## config.mk

```make
export PLATFORM = sky130hd
export DESIGN_NAME = k0_calc
export DESIGN_NICKNAME = d
export VERILOG_FILES = /design/src/rm_pkg.sv /design/src/k0_calc.sv
export SDC_FILE = /design/constraint.sdc
export NUM_CORES = 1
export LEC_CHECK = 0
export ABC_AREA = 1
export BUFFER_PORTS_ARGS = -buffer_cell sky130_fd_sc_hd__buf_2
export CELL_PAD_IN_SITES_DETAIL_PLACEMENT = 1
export CELL_PAD_IN_SITES_GLOBAL_PLACEMENT = 1
export CORE_MARGIN = 2
export CORE_UTILIZATION = 40
export CTS_CLUSTER_SIZE = 20
export DETAILED_ROUTE_END_ITERATION = 10
export PLACE_DENSITY_LB_ADDON = 0.05
export SLEW_MARGIN = 20
export SYNTH_ARGS = -nofsm -noshare
export SYNTH_HDL_FRONTEND = slang
export SYNTH_SLANG_ARGS = --single-unit
```

## constraint.sdc

```tcl
create_clock -name clk -period 0.8 [get_ports clk]
set_input_delay 0.08 -clock clk [delete_from_list [all_inputs] [get_ports clk]]
set_output_delay 0.08 -clock clk [all_outputs]
set_load 0.03 [all_outputs]
```

## src/rm_pkg.sv

```systemverilog
`default_nettype none

package rm_pkg;

    localparam int WORD_W     = 128;
    localparam int NUM_WORDS  = 200;  // 20 rows x 10 columns per process
    localparam int NUM_PROC   = 8;
    localparam int CREDIT_MAX = 8;    // credits granted after reset

    typedef logic [WORD_W-1:0] word_t;
    typedef logic [7:0]        word_addr_t;  // word index inside one process
    typedef logic [6:0]        bit_sel_t;    // bit index inside one word
    typedef logic [14:0]       bit_pos_t;    // bit position inside a codeword
    typedef logic [16:0]       len_t;        // E or N
    typedef logic [2:0]        pn_t;
    typedef logic [1:0]        rv_t;
    typedef logic [8:0]        lift_t;
    typedef logic [3:0]        credit_t;

    // k0 = factor * Z, indexed by RV
    localparam logic [5:0] RV_FACTOR_BG1 [4] = '{6'd0, 6'd17, 6'd33, 6'd56};
    localparam logic [5:0] RV_FACTOR_BG2 [4] = '{6'd0, 6'd13, 6'd25, 6'd43};

    typedef enum logic [1:0] {
        idle,
        wait_k0,  // start taken, k0 not yet known
        run,      // fetching and emitting
        drain     // final word fetched, emitting the rest
    } rd_state_t;

endpackage

`default_nettype wire
```

## src/k0_calc.sv

```systemverilog
`timescale 1ns/100ps
`default_nettype none

module k0_calc (
    input  wire logic            clk,
    input  wire logic            rst,
    input  wire logic            start,
    input  wire logic            base_graph,  // 0 = BG1, 1 = BG2
    input  wire rm_pkg::rv_t     rv,
    input  wire rm_pkg::lift_t   z,
    output rm_pkg::bit_pos_t     k0,
    output logic                 k0_valid
);
    import rm_pkg::*;

    logic [5:0] factor;
    bit_pos_t   product;

    always_comb
    begin
        if (base_graph)
        begin
            factor = RV_FACTOR_BG2[rv];
        end
        else
        begin
            factor = RV_FACTOR_BG1[rv];
        end
    end

    // largest case 56 * 384 still fits 15 bits
    assign product = bit_pos_t'(factor) * bit_pos_t'(z);

    always_ff @(posedge clk)
    begin
        if (start)
        begin
            k0 <= product;
        end
    end

    always_ff @(posedge clk or posedge rst)
    begin
        if (rst)
        begin
            k0_valid <= 1'b0;
        end
        else
        begin
            k0_valid <= start;  // one pulse per start
        end
    end

endmodule

`default_nettype wire

```

==> results of run 1 <==
[cell families after synthesis]
kind of cell | count (synthesis)
compound gates | 8
xor+xnor | 6
fa+ha+maj | 56
buf+inv | 76
flops | 16
simple gates | 133
[worst min-delay path by stage]
stage	end	slack (ns)	cells after the start
after floorplan	k0_valid$_DFF_PP0_	-0.19	1
after global placement	k0_valid$_DFF_PP0_	-0.09	2
after detailed placement	k0_valid$_DFF_PP0_	-0.08	2
after CTS	k0_valid$_DFF_PP0_	0.12	2
after global routing	k0_valid$_DFF_PP0_	0.14	2
final	k0_valid$_DFF_PP0_	0.13	2
[sequential cells by signal, summed over array words and instances, names as in the netlist]
| signal | cells |
|---|---|
| k0_valid | 1 |
| k0 | 15 |
[area by class of cell]
| class | count | area (µm²) |
|---|---|---|
| clock buffers | 4 | 55.1 |
| fillers | 656 | 1940 |
| inverters | 75 | 314 |
| multi-input cells | 203 | 2030 |
| flip-flops and latches | 16 | 475 |
| well taps | 72 | 90.1 |
| repair buffers | 79 | 701 |
[power groups by stage]
stage	sequential, mW	combinational, mW	clock [mW]
after floorplan	1.85	2.54	0
after global placement	1.33	4.28	0
after detailed placement	1.34	4.40	0
after CTS	1.38	5.05	0.765
after global routing	1.41	6.13	0.802
final	1.39	5.63	0.744
[placed cells by master, fill, tap and decap left out, types with 5 or more instances in the layout]
master	netlist	final
buf_2	0	11
buf_4	0	41
buf_6	1	22
edfxtp_1	15	15
fa_1	29	28
ha_1	27	13
ha_4	0	14
inv_1	71	55
inv_2	2	14
nand2_1	65	34
nand2_2	1	23
nand2_4	0	9
nand3_1	12	6
nand3_2	1	6
nor2_1	48	30
nor2_2	0	12
nor2_4	0	6
xor2_1	5	5
[per-layer routing]
layer / vias up / global-route usage / routed length, µm
met1: 1061 / 0.262 / 2940
met2: 28 / 0.398 / 3950
met3: 10 / 0.0281 / 115
met5: - / 0 / 0
met4: 0 / 0.0203 / 106
li1: 1046 / - / -
[worst max-delay path, cell delays in order]
cell     delay (ns)
buf_12         0.11
inv_12         0.04
ha_4           0.14
or2_4          0.23
o21ai_4        0.13
nor2_2         0.08
fa_1           0.48
fa_1           0.52
inv_1          0.05
fa_1           0.49
inv_2          0.05
ha_4           0.32
nand2_4        0.09
inv_2          0.07
nand2_2        0.05
nand2_2        0.08
nand2_2        0.06
nand4_1        0.10
nand2_1        0.07
[per-stage QoR]
| stage | setup TNS, ns | setup slack, ns | instances | hold slack [ns] | total power [mW] |
|---|---|---|---|---|---|
| 6_report | -29.47 | -2.43 | 449 | 0.133 | 7.76 |
| 5_1_grt | -31.09 | -2.52 | 449 | 0.139 | 8.34 |
| 4_1_cts | -28.25 | -2.34 | 444 | 0.122 | 7.20 |
| 3_5_place_dp | -33.73 | -2.88 | 437 | -0.0831 | 5.74 |
| 3_3_place_gp | -32.87 | -2.74 | 437 | -0.0872 | 5.61 |
| 2_1_floorplan | -26.88 | -2.33 | 295 | -0.191 | 4.39 |
[repair_timing]
action | in CTS | in global routing
setup buffers | 2 | 5
resized for setup | 67 | 58
hold buffers | 1 | 0
hold endpoints to repair | 1 | 0
setup endpoints to repair | 31 | 31
pin swaps | 21 | 30
==> results.py, run 1 <==
metrics = {
    "sta": {
        "fin_crit_sh": 4.04,
        "finalSetupViolCount": 31,
        "grt_setup_unrepaired": "true",
        "drv_slew": 0,
        "fmax_mhz": 309,
        "worst_pin_slew_ns": 0.304,
        "timing.final.ws_setup_ns": -2.43,
        "hold_violations": 0,
        "post-route-min-period_ns": 3.23,
        "relSlewSlack": 0.797,
    },
    "drt": {
        "antenna_left": 0,
        "drc": 0,
        "wl_per_cell_um": 15.8,
        "via_per_inst": 4.78,
        "drtIter0Drc": 33,
        "vias": 2145,
        "wl_um": 7110,
        "first_pass_iters": 4,
    },
    "cts": {
        "htree_levels": 1,
        "clock_path_buffers": 2,
        "cts_tree": "yes",
        "cts-root-buf": "clkbuf_8",
        "cts_buffers": 3,
        "clock-sinks": 16,
        "clk_pin_slew_ns": 0.07,
    },
    "critical_path": {
        "worstPathArrival_ns": 3.24,
        "critical_path_class": "in -> reg",
        "cp-startpoint": "rv[0]",
        "crit_end": "k0[12]$_DFFE_PP_",
        "cp_max_fo": 5,
        "crit_path_start_kind": "input port",
        "endpoint_kind": "flop",
        "worst_ep_required_time_ns": 0.81,
    },
    "cells_and_area": {
        "postLayoutCellArea_um2": 3660,
        "finish.utilization": 0.654,
        "areaGrowthSynthToFinish_pct": 55.6,
        "drive_gt1_frac": 0.491,
        "fin_nets": 449,
        "antenna_cells": 0,
    },
    "place": {
        "port_buffers": 30,
        "place_hpwl_um": 5030,
        "dpl_cell_area_um2": 3100,
        "routabilityCongestion": 0.779,
    },
    "power_and_ir_drop": {
        "leakage_nw": 1.86,
        "switchingPower_mw": 3.50,
        "vdd_drop_max_v": 0.00149,
        "combPwrFrac": 0.725,
        "seq_power_share": 0.179,
        "internal_power_mw": 4.26,
        "swShare": 0.451,
        "pwr-share-clk": 0.096,
        "power_density_nw_per_um2": 2120,
    },
    "grt": {
        "gr-total-overflow": 0,
        "grt_pass1_vias": 2300,
        "grt_max_degree": 17,
        "antenna_found_initial": 0,
        "grt_pass1_wl_um": 10500,
        "track_usage": 0.210,
    },
    "min_path": {
        "worstHoldStart": "start",
        "min_path_type": "in -> reg",
    },
    "synth": {
        "yosysWarnings": 0,
        "netlist_instances": 295,
        "synth_top_area_share": 0.247,
        "yosysMostFrequentCell": "inv_1",
        "synth_area_leaders": "fa_1 (25%), edfxtp_1 (19%), ha_1 (14%)",
        "syn-num-nets": 366,
        "synthXorXnorAreaFrac": 0.0223,
        "synth-simple-area-share": 0.230,
        "syn_avg_cell_area_um2": 7.98,
        "synth-edff-count": 15,
        "synth_compound_area_frac": 0.0298,
        "synth_top_family_by_area": "adder cells",
        "synthMuxAreaShare": 0,
        "synth_top_flop_cell": "edfxtp_1",
        "yosysSeqAreaShare": 0.202,
        "synth.distinct_cells": 22,
        "synth_area_um2": 2350,
        "ys_ff_latch": 16,
        "synthAdderAreaFrac": 0.390,
        "synthTopCellsByCount": "inv_1 (71), nand2_1 (65), nor2_1 (48)",
        "synth_top_area_cell": "fa_1",
        "async_flop_share": 0.0625,
    },
    "floorplanning": {
        "boundaryPins": 31,
        "core_um2": 5610,
        "rows": 27,
        "initial_utilization": 0.420,
        "die_w_um": 80.7,
        "die_h_um": 80.7,
        "dieArea_um2": 6520,
    },
    "job": {
        "max_cap_viol_count": 0,
    },
    "run_status": {
        "failed_checks": "setup timing",
        "status": "finished, violations left",
    },
}
No activity file was read; power rests on OpenSTA's default activity.
==> run 2: changes to the inputs <==
--- a/config.mk
+++ b/config.mk
@@ -9,7 +9,7 @@
 export BUFFER_PORTS_ARGS = -buffer_cell sky130_fd_sc_hd__buf_2
 export CELL_PAD_IN_SITES_DETAIL_PLACEMENT = 1
 export CELL_PAD_IN_SITES_GLOBAL_PLACEMENT = 1
-export CORE_MARGIN = 2
+export CORE_MARGIN = 5
 export CORE_UTILIZATION = 40
 export CTS_CLUSTER_SIZE = 20
 export DETAILED_ROUTE_END_ITERATION = 10
==> constraint.sdc (replaced) <==
create_clock -name clk -period 2.8 [get_ports clk]
set_input_delay 0.28 -clock clk [delete_from_list [all_inputs] [get_ports clk]]
set_output_delay 0.28 -clock clk [all_outputs]
set_load 0.03 [all_outputs]
==> run 2 against run 1 <==
  * Largest cell class unchanged
  * Die area is 15% higher
  * Sequential power decreased by 73%
  * Highest routed layer unchanged
  * Sequential share of layout area rose by 1.3 points
  * Combinational power shrank 76%
  * The run still ends with setup timing left
  * Setup slack improved by 1.9 ns
==> results.py, run 2 (same netlist as run 1, synthesis figures left out) <==
metrics = {
    "cts": {
        "cts_buffers": 3,
        "cts-root-buf": "clkbuf_8",
        "clk_pin_slew_ns": 0.06,
        "cts_tree": "yes",
        "htree_levels": 1,
        "clock_path_buffers": 2,
        "clock-sinks": 16,
    },
    "sta": {
        "post-route-min-period_ns": 3.35,
        "fin_crit_sh": 1.20,
        "grt_setup_unrepaired": "true",
        "timing.final.ws_setup_ns": -0.555,
        "relSlewSlack": 0.758,
        "fmax_mhz": 298,
        "hold_violations": 0,
        "drv_slew": 0,
        "worst_pin_slew_ns": 0.363,
        "finalSetupViolCount": 11,
    },
    "floorplanning": {
        "initial_utilization": 0.405,
        "boundaryPins": 31,
        "die_h_um": 86.7,
        "rows": 28,
        "die_w_um": 86.7,
        "dieArea_um2": 7520,
        "core_um2": 5820,
    },
    "cells_and_area": {
        "final_common_cell": "inv_1",
        "postLayoutCellArea_um2": 3330,
        "fin_nets": 443,
        "biggestRegsByFlops": "k0 x15, k0_valid x1",
        "multiInputGateArea_um2": 1910,
        "largest_register": "k0",
        "final-seq-area_um2": 475,
        "layout_common_cells": "inv_1 (57), buf_4 (42), nand2_1 (41)",
        "finish.utilization": 0.573,
        "largest_reg_flops": 15,
        "fillers": 725,
        "drive_gt1_frac": 0.434,
        "antenna_cells": 0,
        "areaGrowthSynthToFinish_pct": 41.6,
    },
    "grt": {
        "grt_max_degree": 17,
        "track_usage": 0.167,
        "gr-total-overflow": 0,
        "grt_pass1_vias": 2345,
        "antenna_found_initial": 0,
        "grt_pass1_wl_um": 10000,
    },
    "drt": {
        "via_per_inst": 4.62,
        "vias": 2061,
        "drtIter0Drc": 21,
        "antenna_left": 0,
        "first_pass_iters": 3,
        "wl_per_cell_um": 13.0,
        "wl_um": 5790,
        "drc": 0,
    },
    "power_and_ir_drop": {
        "seq_power_share": 0.196,
        "power_density_nw_per_um2": 576,
        "switchingPower_mw": 0.871,
        "pwr-share-clk": 0.092,
        "leakage_nw": 1.74,
        "internal_power_mw": 1.05,
        "combPwrFrac": 0.712,
        "vdd_drop_max_v": 0.000377,
        "swShare": 0.454,
    },
    "place": {
        "port_buffers": 30,
        "place_hpwl_um": 5180,
        "pre_cts_slack_ns": -1.00,
        "routabilityCongestion": 0.810,
        "dpl_cell_area_um2": 3080,
    },
    "critical_path": {
        "cp_max_fo": 5,
        "worstPathArrival_ns": 3.36,
        "worst_ep_required_time_ns": 2.81,
        "critical_path_class": "in -> reg",
        "endpoint_kind": "flop",
        "crit_path_start_kind": "input port",
    },
    "run_status": {
        "status": "finished, violations left",
        "failed_checks": "setup timing",
    },
    "min_path": {
        "min_path_type": "in -> reg",
    },
    "job": {
        "max_cap_viol_count": 0,
    },
}
run 2: cell count changes in the layout (fill, tap and decap cells not counted), sizes merged:
cell	delta
buf	-6
run 2: final timing paths:
path | start | to | depth (start not counted)
hold / removal | start | k0_valid$_DFF_PP0_ | 1
max in group asynchronous | rst | k0_valid$_DFF_PP0_ | 3
min in group asynchronous | rst | k0_valid$_DFF_PP0_ | 3
setup / recovery | rv[0] | k0[11]$_DFFE_PP_ | 18
run 2: what timing repair did:
| action | CTS | global route |
|---|---|---|
| endpoints found under the hold margin | 1 | 0 |
| hold buffers | 1 | 0 |
| gates resized for setup | 32 | 22 |
| buffers inserted | 2 | 0 |
| endpoints found under the setup margin | 11 | 11 |
| pin swaps | 12 | 6 |
run 2: power by group through the flow:
stage	clock (mW)	sequential (mW)	combinational [mW]
2_1_floorplan	0	0.528	0.727
3_3_place_gp	0	0.381	1.22
3_5_place_dp	0	0.382	1.25
4_1_cts	0.185	0.377	1.33
5_1_grt	0.201	0.383	1.51
6_report	0.177	0.376	1.37
run 2: through the flow:
step                hold slack (ns)  TNS (ns)  std cells  total power, mW
floorplan                   0.00871     -4.48        295             1.25
global placement              0.112     -8.99        439             1.60
detailed placement            0.114     -9.59        439             1.63
CTS                           0.348     -5.03        446             1.89
global route                  0.363     -6.38        446             2.10
finish                        0.354     -5.09        446             1.92
run 2: layer usage:
layer  vias to the layer above  part of all wire  GRT usage
met5                         -                 0          0
met4                         0             0.020     0.0425
met3                        11             0.029     0.0133
met2                        33              0.53      0.324
met1                       984              0.42      0.194
li1                       1033                 -          -
run 2: worst max-delay path, cell delays in order:
cell	delay (ns)
buf_12	0.10
inv_12	0.03
ha_4	0.23
o21ai_4	0.25
buf_4	0.20
nor2_2	0.05
fa_1	0.45
ha_1	0.29
inv_1	0.05
fa_1	0.53
inv_2	0.06
fa_2	0.39
nand2_2	0.10
nand3_2	0.09
nand3_2	0.09
nand2_1	0.05
nand2_1	0.06
nand2_1	0.04
run 2: cell type report:
type                    count  share of cell area
repair buffers             73               0.151
inverters                  75              0.0912
flip-flops and latches     16               0.143
multi-input cells         203               0.574
well taps                  75              0.0282
clock buffers               4              0.0135
