**src/rm_pkg.sv**
```systemverilog
`default_nettype none

package rm_pkg;

    localparam int WORD_W     = 128;
    localparam int NUM_WORDS  = 200;  // 20 rows x 10 columns per process
    localparam int NUM_PROC   = 8;
    localparam int CREDIT_MAX = 8;    // credits granted after reset

    typedef logic [WORD_W-1:0] word_t;
    typedef logic [7:0]        word_addr_t;  // word index inside one process
    typedef logic [6:0]        bit_sel_t;    // bit index inside one word
    typedef logic [14:0]       bit_pos_t;    // bit position inside a codeword
    typedef logic [16:0]       len_t;        // E or N
    typedef logic [2:0]        pn_t;
    typedef logic [1:0]        rv_t;
    typedef logic [8:0]        lift_t;
    typedef logic [3:0]        credit_t;

    // k0 = factor * Z, indexed by RV
    localparam logic [5:0] RV_FACTOR_BG1 [4] = '{6'd0, 6'd17, 6'd33, 6'd56};
    localparam logic [5:0] RV_FACTOR_BG2 [4] = '{6'd0, 6'd13, 6'd25, 6'd43};

    typedef enum logic [1:0] {
        idle,
        wait_k0,  // start taken, k0 not yet known
        run,      // fetching and emitting
        drain     // final word fetched, emitting the rest
    } rd_state_t;

endpackage

`default_nettype wire
```
**src/harq_rd_if.sv**
```systemverilog
`timescale 1ns/100ps
`default_nettype none

interface harq_rd_if;
    import rm_pkg::*;

    logic       req;         // one word read
    pn_t        pn;
    word_addr_t addr;
    logic       last;        // request carries the final bits of the job
    word_t      data;        // word, one cycle after req
    logic       data_valid;
    logic       data_last;   // last, delayed with the data

    modport reader (
        output req,
        output pn,
        output addr,
        output last,
        input  data,
        input  data_valid,
        input  data_last
    );

    modport buffer (
        input  req,
        input  pn,
        input  addr,
        input  last,
        output data,
        output data_valid,
        output data_last
    );

endinterface

`default_nettype wire

```
**src/circular_reader.sv**
```systemverilog
`timescale 1ns/100ps
`default_nettype none

module circular_reader (
    input  wire logic             clk,
    input  wire logic             rst,
    input  wire logic             start,
    input  wire rm_pkg::pn_t      pn,
    input  wire rm_pkg::len_t     data_size,
    input  wire rm_pkg::len_t     e_len,
    input  wire rm_pkg::bit_pos_t k0,
    input  wire logic             k0_valid,
    input  wire logic             credit_ret,
    harq_rd_if.reader             rd,
    output logic                  out_bit,
    output logic                  out_valid,
    output logic                  busy,
    output logic                  done
);
    import rm_pkg::*;

    rd_state_t  state;
    pn_t        pn_r;
    len_t       size_m1;      // position of the last codeword bit
    len_t       rem;          // beats still to emit
    len_t       f_rem;        // beats not yet covered by a fetch
    bit_pos_t   pos;          // next bit to emit
    bit_pos_t   f_pos;        // first bit of the next fetch
    word_t      q_data [2];   // two-word queue
    logic       q_wr;
    logic       q_rd;
    logic [1:0] q_cnt;
    credit_t    credit;
    logic       fin_q;        // final beat is on the output

    logic       f_is_last;
    len_t       f_cover;
    logic       emit;
    logic       pos_wrap;
    logic       pop;
    bit_sel_t   bit_idx;

    // bits the next fetch contributes, short at the codeword end
    always_comb
    begin
        f_is_last = (f_pos[14:7] == size_m1[14:7]);
        if (f_is_last)
        begin
            f_cover = size_m1 - len_t'(f_pos) + 1'b1;
        end
        else
        begin
            f_cover = len_t'(WORD_W) - len_t'(f_pos[6:0]);
        end
    end

    assign rd.req  = (state == run) && (f_rem != '0) &&
                     ((q_cnt + 2'(rd.data_valid)) < 2'd2);  // room for the returning word
    assign rd.pn   = pn_r;
    assign rd.addr = f_pos[14:7];
    assign rd.last = (f_cover >= f_rem);

    assign bit_idx  = pos[6:0];
    assign pos_wrap = (len_t'(pos) == size_m1);
    assign emit     = ((state == run) || (state == drain)) && (q_cnt != '0) &&
                      (rem != '0) && (credit != '0);
    assign pop      = emit && ((bit_idx == '1) || pos_wrap);  // head word used up

    assign busy = (state != idle);

    always_ff @(posedge clk or posedge rst)
    begin
        if (rst)
        begin
            state     <= idle;
            rem       <= '0;
            f_rem     <= '0;
            pos       <= '0;
            f_pos     <= '0;
            q_wr      <= 1'b0;
            q_rd      <= 1'b0;
            q_cnt     <= '0;
            credit    <= credit_t'(CREDIT_MAX);
            out_valid <= 1'b0;
            fin_q     <= 1'b0;
            done      <= 1'b0;
        end
        else
        begin
            out_valid <= emit;
            fin_q     <= emit && (rem == len_t'(1));
            done      <= fin_q || ((state == wait_k0) && k0_valid && (rem == '0));
            q_cnt     <= q_cnt + 2'(rd.data_valid) - 2'(pop);  // start clears it below

            case (state)
                idle:
                begin
                    if (start)
                    begin
                        state <= wait_k0;
                        rem   <= e_len;
                        f_rem <= e_len;
                        q_wr  <= 1'b0;
                        q_rd  <= 1'b0;
                        q_cnt <= '0;
                    end
                end
                wait_k0:
                begin
                    if (k0_valid)
                    begin
                        state <= (rem == '0) ? idle : run;  // empty job ends at once
                        pos   <= k0;
                        f_pos <= k0;
                    end
                end
                run:
                begin
                    if (rd.data_valid && rd.data_last)
                    begin
                        state <= drain;
                    end
                end
                default:
                begin
                    // drain waits for the final beat
                end
            endcase

            if (fin_q)
            begin
                state <= idle;
            end

            if (rd.req)
            begin
                f_rem <= rd.last ? '0 : f_rem - f_cover;
                f_pos <= f_is_last ? '0 : bit_pos_t'({word_addr_t'(f_pos[14:7] + 1'b1), 7'd0});
            end

            if (emit)
            begin
                rem <= rem - 1'b1;
                pos <= pos_wrap ? '0 : pos + 1'b1;  // wrap at N
            end

            if (rd.data_valid)
            begin
                q_wr <= ~q_wr;
            end
            if (pop)
            begin
                q_rd <= ~q_rd;
            end

            // one credit per beat, back on credit_ret
            case ({emit, credit_ret})
                2'b10:   credit <= credit - 1'b1;
                2'b01:   credit <= credit + 1'b1;
                default: credit <= credit;
            endcase
        end
    end

    always_ff @(posedge clk)
    begin
        if (state == idle && start)
        begin
            pn_r    <= pn;
            size_m1 <= data_size - 1'b1;
        end
        if (rd.data_valid)
        begin
            q_data[q_wr] <= rd.data;
        end
        if (emit)
        begin
            out_bit <= q_data[q_rd][bit_idx];
        end
    end

endmodule

`default_nettype wire

```
**src/flat_wrapper.sv**
```systemverilog
// flat-port wrapper written by rule: the top's interface ports become plain ports
module circular_reader_flat import rm_pkg::*;
  (clk, rst, start, pn, data_size, e_len, k0, k0_valid, credit_ret, out_bit, out_valid, busy, done, rd_req, rd_pn, rd_addr, rd_last, rd_data, rd_data_valid, rd_data_last);
  harq_rd_if rd_i ();
  input  wire logic clk;
  input  wire logic rst;
  input  wire logic start;
  input  wire rm_pkg::pn_t pn;
  input  wire rm_pkg::len_t data_size;
  input  wire rm_pkg::len_t e_len;
  input  wire rm_pkg::bit_pos_t k0;
  input  wire logic k0_valid;
  input  wire logic credit_ret;
  output logic out_bit;
  output logic out_valid;
  output logic busy;
  output logic done;
  output wire logic [$bits(rd_i.req)-1:0] rd_req;
  output wire logic [$bits(rd_i.pn)-1:0] rd_pn;
  output wire logic [$bits(rd_i.addr)-1:0] rd_addr;
  output wire logic [$bits(rd_i.last)-1:0] rd_last;
  input wire logic [$bits(rd_i.data)-1:0] rd_data;
  input wire logic [$bits(rd_i.data_valid)-1:0] rd_data_valid;
  input wire logic [$bits(rd_i.data_last)-1:0] rd_data_last;
  assign rd_req = rd_i.req;
  assign rd_pn = rd_i.pn;
  assign rd_addr = rd_i.addr;
  assign rd_last = rd_i.last;
  assign rd_i.data = rd_data;
  assign rd_i.data_valid = rd_data_valid;
  assign rd_i.data_last = rd_data_last;
  circular_reader u_core (.clk(clk), .rst(rst), .start(start), .pn(pn), .data_size(data_size), .e_len(e_len), .k0(k0), .k0_valid(k0_valid), .credit_ret(credit_ret), .rd(rd_i), .out_bit(out_bit), .out_valid(out_valid), .busy(busy), .done(done));
endmodule
```
**config.mk**
```make
export PLATFORM = sky130hd
export DESIGN_NAME = circular_reader_flat
export DESIGN_NICKNAME = d
export VERILOG_FILES = /design/src/rm_pkg.sv /design/src/harq_rd_if.sv /design/src/circular_reader.sv /design/src/flat_wrapper.sv
export SDC_FILE = /design/constraint.sdc
export NUM_CORES = 1
export LEC_CHECK = 0
export BUFFER_PORTS_ARGS = -buffer_cell sky130_fd_sc_hd__buf_2
export CAP_MARGIN = 20
export CORE_MARGIN = 2
export CORE_UTILIZATION = 38
export DETAILED_ROUTE_END_ITERATION = 7
export PLACE_DENSITY_LB_ADDON = 0.25
export SLEW_MARGIN = 10
export SYNTH_ARGS = -nofsm -noshare
export SYNTH_HDL_FRONTEND = slang
export SYNTH_SLANG_ARGS = --single-unit
```
**constraint.sdc**
```tcl
create_clock -name clk -period 6.1 [get_ports clk]
set_input_delay 1.22 -clock clk [delete_from_list [all_inputs] [get_ports clk]]
set_output_delay 1.22 -clock clk [all_outputs]
set_load 0.01 [all_outputs]
```
==> results.yml, run 1 <==
pwr:
  vdd.ir_drop.worst_mv: 0.2714
  p_per_area_nw_per_um2: 469.6
  p_leak_nw: 7.515
sta:
  timing.final.max_slew_violations: 0
  final.min_clock_period_ns: 5.703
  setup_viol: 0
  fmaxAchievable_ghz: 0.1753
  max_slew_margin: 0.3158
  rsz_0062_raised_after_global_routing: "false"
  finClkSkew_ns: 0.01803
  final_min_period_over_clock_period: 0.9350
  timing_hold_violations_final: 0
  worstMarginPinSlew_ns: 1.017
  fin_tns_setup_ns: 0
synth:
  post_synthesis_sequential_element_count: 354
  netlist.top_cell.by_area: "sky130_fd_sc_hd__edfxtp_1"
  synth_nets: 1481
  post_synth_num_cell_types: 67
  synth_edf_count: 277
  synth_flop_cell: "sky130_fd_sc_hd__edfxtp_1"
  postSynthCellCount: 1229
  syn_avg_cell_area_um2: 13.85
  synth_area_leaders: "sky130_fd_sc_hd__edfxtp_1, sky130_fd_sc_hd__dfrtp_1, sky130_fd_sc_hd__mux4_2"
  synthArstFlopShare: 0.2175
  cell_area_after_synthesis_um2: 17020
  synth_warnings: 0
  netlist.area_leader.share: 0.4888
  sequential_fraction_of_the_synthesis_area: 0.6020
critical_path:
  levels_on_crit_path: 20
  cp-start-kind: "flop"
  worst_path_largest_cell_delay_ns: 0.41
  critical_path_arrival_ns: 4.48
  worst_path_dominant_cell_family: "compound AO/OA/AOI/OAI gates"
  crit_path_cell_trace: "inv_1 > ha_1 > inv_1 > ha_1 > inv_1 > fa_1 > nand2b_1 > a21oi_2 > o211ai_1 > a21oi_2 > nor3_1 > o41ai_2 > mux2i_1 > ha_1 > nand3_1 > nand3b_1 > o21ai_0 > a31oi_1 > inv_1 > buf_2"
  cp.buffers_inverters: 5
  r2r_cells: 20
  path_max_fanout: 5
  critical_path.slowest_cell: "sky130_fd_sc_hd__edfxtp_1"
  critPathRequiredTime_ns: 4.88
  endpoint_kind: "output pin"
  path_common_cell: "sky130_fd_sc_hd__inv_1"
  crit_type: "reg -> out"
final_layout:
  design.final.nets: 1685
  synthToLayoutAreaGrowth_pct: 17.28
  layout_commonest_cell: "sky130_fd_sc_hd__edfxtp_1"
  layout.cells.most_common_list: "sky130_fd_sc_hd__edfxtp_1, sky130_fd_sc_hd__buf_2, sky130_fd_sc_hd__nand2_1"
  layout-drive-gt1-share: 0.2529
  final-instance-count-excl-fill: 2060
  postLayoutCoreUtil: 0.4513
clocking:
  clkLatencyLatePin_ns: 0.57
  cts_root_buffer: "sky130_fd_sc_hd__clkbuf_16"
  cts_hold_repair.buffers: 0
  clock_sink_count: 354
  tritoncts.num_buffers: 39
  tritoncts: "built"
  clk_pin_slew_worst_paths_ns: 0.06
  cts.repair_timing.setup_buffer_count: 0
  ctsLongestPathBuffers: 3
  cts_h_tree_depth: 2
worst_hold_path:
  hold-path-cell-count: 2
  worst_hold_path_type: "reg -> reg"
floorplanning:
  core.rowCount: 77
  top_level_ports: 204
  floorplan.initialDensity: 0.3849
  die-height_um: 215.6
  dieArea_um2: 46490
  die_w_um: 215.6
  placeableCoreArea_um2: 44220
global_route:
  globalRouteOverflowTotal: 0
  pin_count_of_the_biggest_net_entering_global_routing: 130
  via_count_of_the_first_global_routing_pass: 11020
  grt_pass1_wl_um: 63470
  antenna_violations_before_repair: 22
  grtUsageTotal: 0.1768
placed_design:
  place_congestion: 0.8559
  number_of_cells_after_detailed_placement: 1984
  numPortBuffers: 203
  hpwlAfterDp_um: 29080
job:
  cap_violations: 0
routing:
  vias: 11040
  vias_per_cell: 5.357
  drt_pre_antenna_iters: 6
  route.final.wire_length_um: 40940
  detail-route-antenna-nets: 0
  wire_per_inst_um: 19.87
  drt-initial-drc-count: 817
  drt_drc_violations_left: 0
status:
  run_status: "finished clean"
## worst register-to-register path, delay by kind of cell, from the launching register on
family | cells | cell delay, ns
and+or+nand+nor | 5 | 0.60
AOI/OAI and AO/OA | 6 | 1.52
DFF | 1 | 0.41
adders and majority gates | 4 | 1.16
buffers and inverters | 3 | 0.22
xor gates and xnor gates | 2 | 0.30
## final cells by class
class                           instances  area [um2]
Inverter                               46       172.7
Timing Repair Buffer                  219        1161
Tap cell                              592       740.7
Fill cell                            3995       24260
Antenna cell                            5       12.51
Clock buffer                           49        1023
Multi-Input combinational cell        773        6344
Sequential cell                       354       10250
Clock inverter                         22       254.0
## metrics by stage
stage / instance area [um2] / hold slack, ns / setup slack (ns) / power (mW)
finish: 19960 / 0.5048 / 0.3966 / 9.372
floorplan: 17020 / 0.4617 / 1.085 / 6.139
global route: 19950 / 0.5422 / 0.06360 / 10.04
global placement: 18650 / 0.4850 / 0.9195 / 7.055
CTS: 19930 / 0.5073 / 0.2120 / 9.464
detailed placement: 18650 / 0.4903 / 0.8221 / 7.096
## path summary, 6_finish.rpt
path | startpoint | endpoint | slack [ns]
min in group asynchronous | rst | u_core.out_valid$_DFF_PP0_ | 0.81
setup / recovery | u_core.size_m1[1]$_DFFE_PP_ | rd_last | 0.40
hold / removal | u_core.rem[10]$_DFFE_PP0P_ | u_core.rem[10]$_DFFE_PP0P_ | 0.50
hold reg to reg | u_core.rem[10]$_DFFE_PP0P_ | u_core.rem[10]$_DFFE_PP0P_ | 0.50
max in group asynchronous | rst | u_core.pos[0]$_DFFE_PP0P_ | 4.17
setup reg to reg | u_core.size_m1[1]$_DFFE_PP_ | u_core.f_rem[16]$_DFFE_PP0P_ | 1.74
## synth_stat cells (4+ instances only)
cell type / number
sky130_fd_sc_hd__edfxtp_1: 277
sky130_fd_sc_hd__nand2_1: 88
sky130_fd_sc_hd__dfrtp_1: 76
sky130_fd_sc_hd__mux4_2: 63
sky130_fd_sc_hd__ha_1: 62
sky130_fd_sc_hd__o21ai_0: 62
sky130_fd_sc_hd__nor2_1: 54
sky130_fd_sc_hd__a21oi_1: 53
sky130_fd_sc_hd__inv_1: 44
sky130_fd_sc_hd__mux2i_1: 38
sky130_fd_sc_hd__xnor2_1: 33
sky130_fd_sc_hd__xor2_1: 30
sky130_fd_sc_hd__nand3_1: 27
sky130_fd_sc_hd__nor3_1: 27
sky130_fd_sc_hd__clkbuf_1: 24
sky130_fd_sc_hd__nor4_1: 23
sky130_fd_sc_hd__a221o_1: 19
sky130_fd_sc_hd__and3_1: 17
sky130_fd_sc_hd__nor3b_1: 17
sky130_fd_sc_hd__buf_4: 13
sky130_fd_sc_hd__a21o_1: 12
sky130_fd_sc_hd__nand2b_1: 12
sky130_fd_sc_hd__o22ai_1: 11
sky130_fd_sc_hd__buf_2: 10
sky130_fd_sc_hd__nand4_1: 9
sky130_fd_sc_hd__nor2b_1: 9
sky130_fd_sc_hd__o211ai_1: 9
sky130_fd_sc_hd__a211oi_1: 8
sky130_fd_sc_hd__o21ai_1: 8
sky130_fd_sc_hd__a31oi_1: 7
sky130_fd_sc_hd__mux2_2: 6
sky130_fd_sc_hd__nand3b_1: 6
sky130_fd_sc_hd__or3_1: 6
sky130_fd_sc_hd__a2111oi_0: 5
sky130_fd_sc_hd__and2_1: 5
sky130_fd_sc_hd__buf_1: 5
sky130_fd_sc_hd__o221ai_1: 5
sky130_fd_sc_hd__buf_6: 4
sky130_fd_sc_hd__or2_2: 4
## layer usage
layer / wire length [um] / vias to the layer above / share of wire / global-route usage
met5: 195 / - / 0.0048 / 0
met4: 1051 / 34 / 0.026 / 0.05724
met3: 2879 / 93 / 0.070 / 0.05201
met2: 19150 / 286 / 0.47 / 0.2780
met1: 17660 / 5443 / 0.43 / 0.2357
li1: - / 5180 / - / -
## sequential cells by signal (all words and copies together), names as in the netlist
signal / count
u_core.pos: 15
u_core.f_rem: 17
u_core.done: 1
u_core.out_valid: 1
u_core.q_data: 256
u_core.out_bit: 1
u_core.rem: 17
u_core.state: 2
u_core.f_pos: 15
u_core.q_wr: 1
u_core.q_rd: 1
u_core.size_m1: 17
u_core.q_cnt: 2
u_core.fin_q: 1
u_core.rd.pn: 3
u_core.credit: 4
## power breakdown
part	total [mW]	switching, mW	internal (mW)	leakage [nW]
Combinational	3.53	2.01	1.52	3.35
Sequential	3.51	0.396	3.11	3.55
Clock	2.33	0.993	1.34	0.613
## timing repair
| action | CTS | global route |
|---|---|---|
| endpoints found under the hold margin | 0 | 0 |
| gates resized for setup | 0 | 4 |
| endpoints found under the setup margin | 0 | 1 |
## kinds of logic (layout without fill, tap and decap cells)
kind of cell             count (synthesis)  in the layout  synth area share
XOR/XNOR                                63             63           0.03242
flip-flops                             354            354            0.6020
other                                    0              5                 0
buffers and inverters                  102            336           0.02786
adder cells (fa/ha/maj)                 65             65           0.04911
AO/OA/AOI/OAI                          227            227           0.08661
multiplexers                           107            107            0.1097
AND/OR/NAND/NOR                        311            311           0.09227
(Power assumes the default switching activity.)
==> inputs of run 2 (changes only) <==
Settings changed: ABC_AREA from default to 1, CORE_MARGIN 2 to default.
==> results.yml, run 2 <==
floorplanning:
  dieArea_um2: 48960
  core.rowCount: 79
  placeableCoreArea_um2: 46950
  die-height_um: 221.3
  top_level_ports: 204
  floorplan.initialDensity: 0.3891
  die_w_um: 221.3
synth:
  post_synthesis_sequential_element_count: 354
  post_synth_num_cell_types: 57
  netlist.top_cell.by_area: "sky130_fd_sc_hd__edfxtp_1"
  cell_area_after_synthesis_um2: 18270
  synthArstFlopShare: 0.2175
  post-synth-top-count-cell: "sky130_fd_sc_hd__nand2_1"
  synth_nets: 2201
  synth_top_cells_by_count: "sky130_fd_sc_hd__nand2_1, sky130_fd_sc_hd__edfxtp_1, sky130_fd_sc_hd__nand3_1, sky130_fd_sc_hd__inv_1, sky130_fd_sc_hd__nor2_1"
  syn_avg_cell_area_um2: 9.374
  synth_warnings: 0
  synth_edf_count: 277
  synth_area_leaders: "sky130_fd_sc_hd__edfxtp_1, sky130_fd_sc_hd__nand2_1, sky130_fd_sc_hd__dfrtp_1"
  synth_flop_cell: "sky130_fd_sc_hd__edfxtp_1"
  postSynthCellCount: 1949
  sequential_fraction_of_the_synthesis_area: 0.5608
  netlist.area_leader.share: 0.4553
sta:
  timing.final.max_slew_violations: 0
  final.min_clock_period_ns: 5.513
  timing_hold_violations_final: 0
  fin_tns_setup_ns: 0
  rsz_0062_raised_after_global_routing: "false"
  worstMarginPinSlew_ns: 0.9821
  setup_viol: 0
  finClkSkew_ns: 0.02484
  fmaxAchievable_ghz: 0.1814
  max_slew_margin: 0.3453
  final_min_period_over_clock_period: 0.9038
final_layout:
  max_flop_register: "u_core.q_data"
  fill_cells: 4475
  layout_commonest_cell: "sky130_fd_sc_hd__nand2_1"
  synthToLayoutAreaGrowth_pct: 15.44
  layout.cells.most_common_list: "sky130_fd_sc_hd__nand2_1, sky130_fd_sc_hd__edfxtp_1, sky130_fd_sc_hd__nand3_1"
  layout-drive-gt1-share: 0.1492
  largest_register_ffs: 256
  design.final.nets: 2385
critical_path:
  crit_path_cell_trace: "ha_1 > inv_1 > ha_1 > inv_1 > fa_1 > o21ai_0 > nand3_1 > nand2_1 > a21o_1 > nand3_1 > nand3_1 > nand3_1 > ha_1 > nand2_1 > nor3_1 > and2_1 > nand4_1 > nand2_1 > buf_2"
  r2r_cells: 21
  worst_path_largest_cell_delay_ns: 0.41
  timing.rr.start: "u_core.f_pos[1]$_DFFE_PP0P_"
  r2r_end: "u_core.f_rem[9]$_DFFE_PP0P_"
  path_common_cell: "sky130_fd_sc_hd__nand3_1"
  critPathRequiredTime_ns: 4.88
  crit_type: "reg -> out"
  critical_path.slowest_cell: "sky130_fd_sc_hd__dfrtp_1"
  endpoint_kind: "output pin"
  rrSetupSlack_ns: 2.02
  path_max_fanout: 6
  critical_path_arrival_ns: 4.29
  cp-start-kind: "flop"
clocking:
  cts_h_tree_depth: 2
  post_cts_resized: 0
  cts_root_buffer: "sky130_fd_sc_hd__clkbuf_16"
  clk_pin_slew_worst_paths_ns: 0.06
  clkLatencyLatePin_ns: 0.59
  cts_hold_repair.buffers: 0
  ctsLongestPathBuffers: 3
  cts.repair_timing.setup_buffer_count: 0
  tritoncts: "built"
  clock_sink_count: 354
  tritoncts.num_buffers: 42
routing:
  drt-initial-drc-count: 902
  wire_per_inst_um: 18.53
  route.final.wire_length_um: 51510
  drt_pre_antenna_iters: 5
  detail-route-antenna-nets: 0
  vias_per_cell: 5.119
  vias: 14230
  drt_drc_violations_left: 0
worst_hold_path:
  hold_path_end: "u_core.credit[3]$_DFFE_PP1P_"
  worst_hold_path_type: "reg -> reg"
  timing.hold.worst.start: "u_core.credit[3]$_DFFE_PP1P_"
  hold-path-cell-count: 1
status:
  run_status: "finished clean"
global_route:
  grt_pass1_wl_um: 80630
  globalRouteOverflowTotal: 0
  via_count_of_the_first_global_routing_pass: 14180
  antenna_violations_before_repair: 19
  grtUsageTotal: 0.2116
  pin_count_of_the_biggest_net_entering_global_routing: 129
pwr:
  p_leak_nw: 9.172
  finalPower_mw: 9.998
  vdd.ir_drop.worst_mv: 0.2605
  p_per_area_nw_per_um2: 474.0
placed_design:
  place_congestion: 0.8966
  hpwlAfterDp_um: 35110
  numPortBuffers: 203
job:
  cap_violations: 0
-- run 2: area by class of cell --
cell class | instances | area [um2] | share of cell area
clock buffers | 51 | 1116 | 0.05292
clock inverters | 25 | 252.7 | 0.01198
flip-flops and latches | 354 | 10250 | 0.4861
diodes | 8 | 20.02 | 0.0009492
repair buffers | 219 | 1161 | 0.05505
well taps | 607 | 759.5 | 0.03601
inverters | 188 | 710.7 | 0.03370
multi-input cells | 1328 | 6819 | 0.3233
-- run 2: metal layers --
metal / vias up / wire (um) / global-route usage
met2: 368 / 23710 / 0.3387
li1: 6966 / - / -
met4: 22 / 1310 / 0.06858
met5: - / 138 / 0
met1: 6779 / 23280 / 0.2800
met3: 95 / 3068 / 0.05311
-- run 2: logic make-up (layout without fill, tap and decap cells) --
| group | after synthesis | after routing | synth area share |
|---|---|---|---|
| XOR/XNOR | 57 | 57 | 0.02733 |
| other | 0 | 8 | 0 |
| multiplexers | 1 | 1 | 0.0006163 |
| buffers and inverters | 267 | 483 | 0.06636 |
| flip-flops | 354 | 354 | 0.5608 |
| adder cells (fa/ha/maj) | 65 | 65 | 0.04575 |
| AO/OA/AOI/OAI | 215 | 215 | 0.06972 |
| AND/OR/NAND/NOR | 990 | 990 | 0.2294 |
-- run 2: worst max path at each step --
stage	start	to	slack, ns	depth (start not counted)
after floorplan	rd_data_valid	u_core.q_data[0][0]$_DFFE_PP_	1.07	2
after global placement	u_core.size_m1[1]$_DFFE_PP_	rd_last	1.19	20
after detailed placement	u_core.size_m1[1]$_DFFE_PP_	rd_last	1.15	20
after CTS	u_core.size_m1[1]$_DFFE_PP_	rd_last	0.51	20
after global routing	u_core.size_m1[1]$_DFFE_PP_	rd_last	0.14	20
final	u_core.f_pos[1]$_DFFE_PP0P_	rd_last	0.59	19
-- run 2: critical path: cells and delay by family (launching register included) --
family	cells	cell delay, ns
compound gates	2	0.49
fa+ha+maj	4	1.26
buf+inv	3	0.24
simple gates	10	1.32
flops	1	0.41
-- run 2: metrics by stage --
step	instances	worst slack, ns	util	area [um2]	hold slack (ns)
4_1_cts	2772	0.5060	0.4488	21070	0.4946
3_3_place_gp	2695	1.189	0.4192	19680	0.4796
5_1_grt	2776	0.1373	0.4490	21080	0.5069
6_report	2780	0.5866	0.4492	21090	0.4910
3_5_place_dp	2696	1.151	0.4196	19700	0.4797
2_1_floorplan	1949	1.071	-	18270	0.4620
-- run 2: where the power goes --
group / total [mW] / internal (mW) / switching, mW
clock: 2.49 / 1.44 / 1.05
combinational: 4.02 / 1.38 / 2.64
sequential: 3.48 / 3.12 / 0.360
total: 10.0 / 5.95 / 4.05
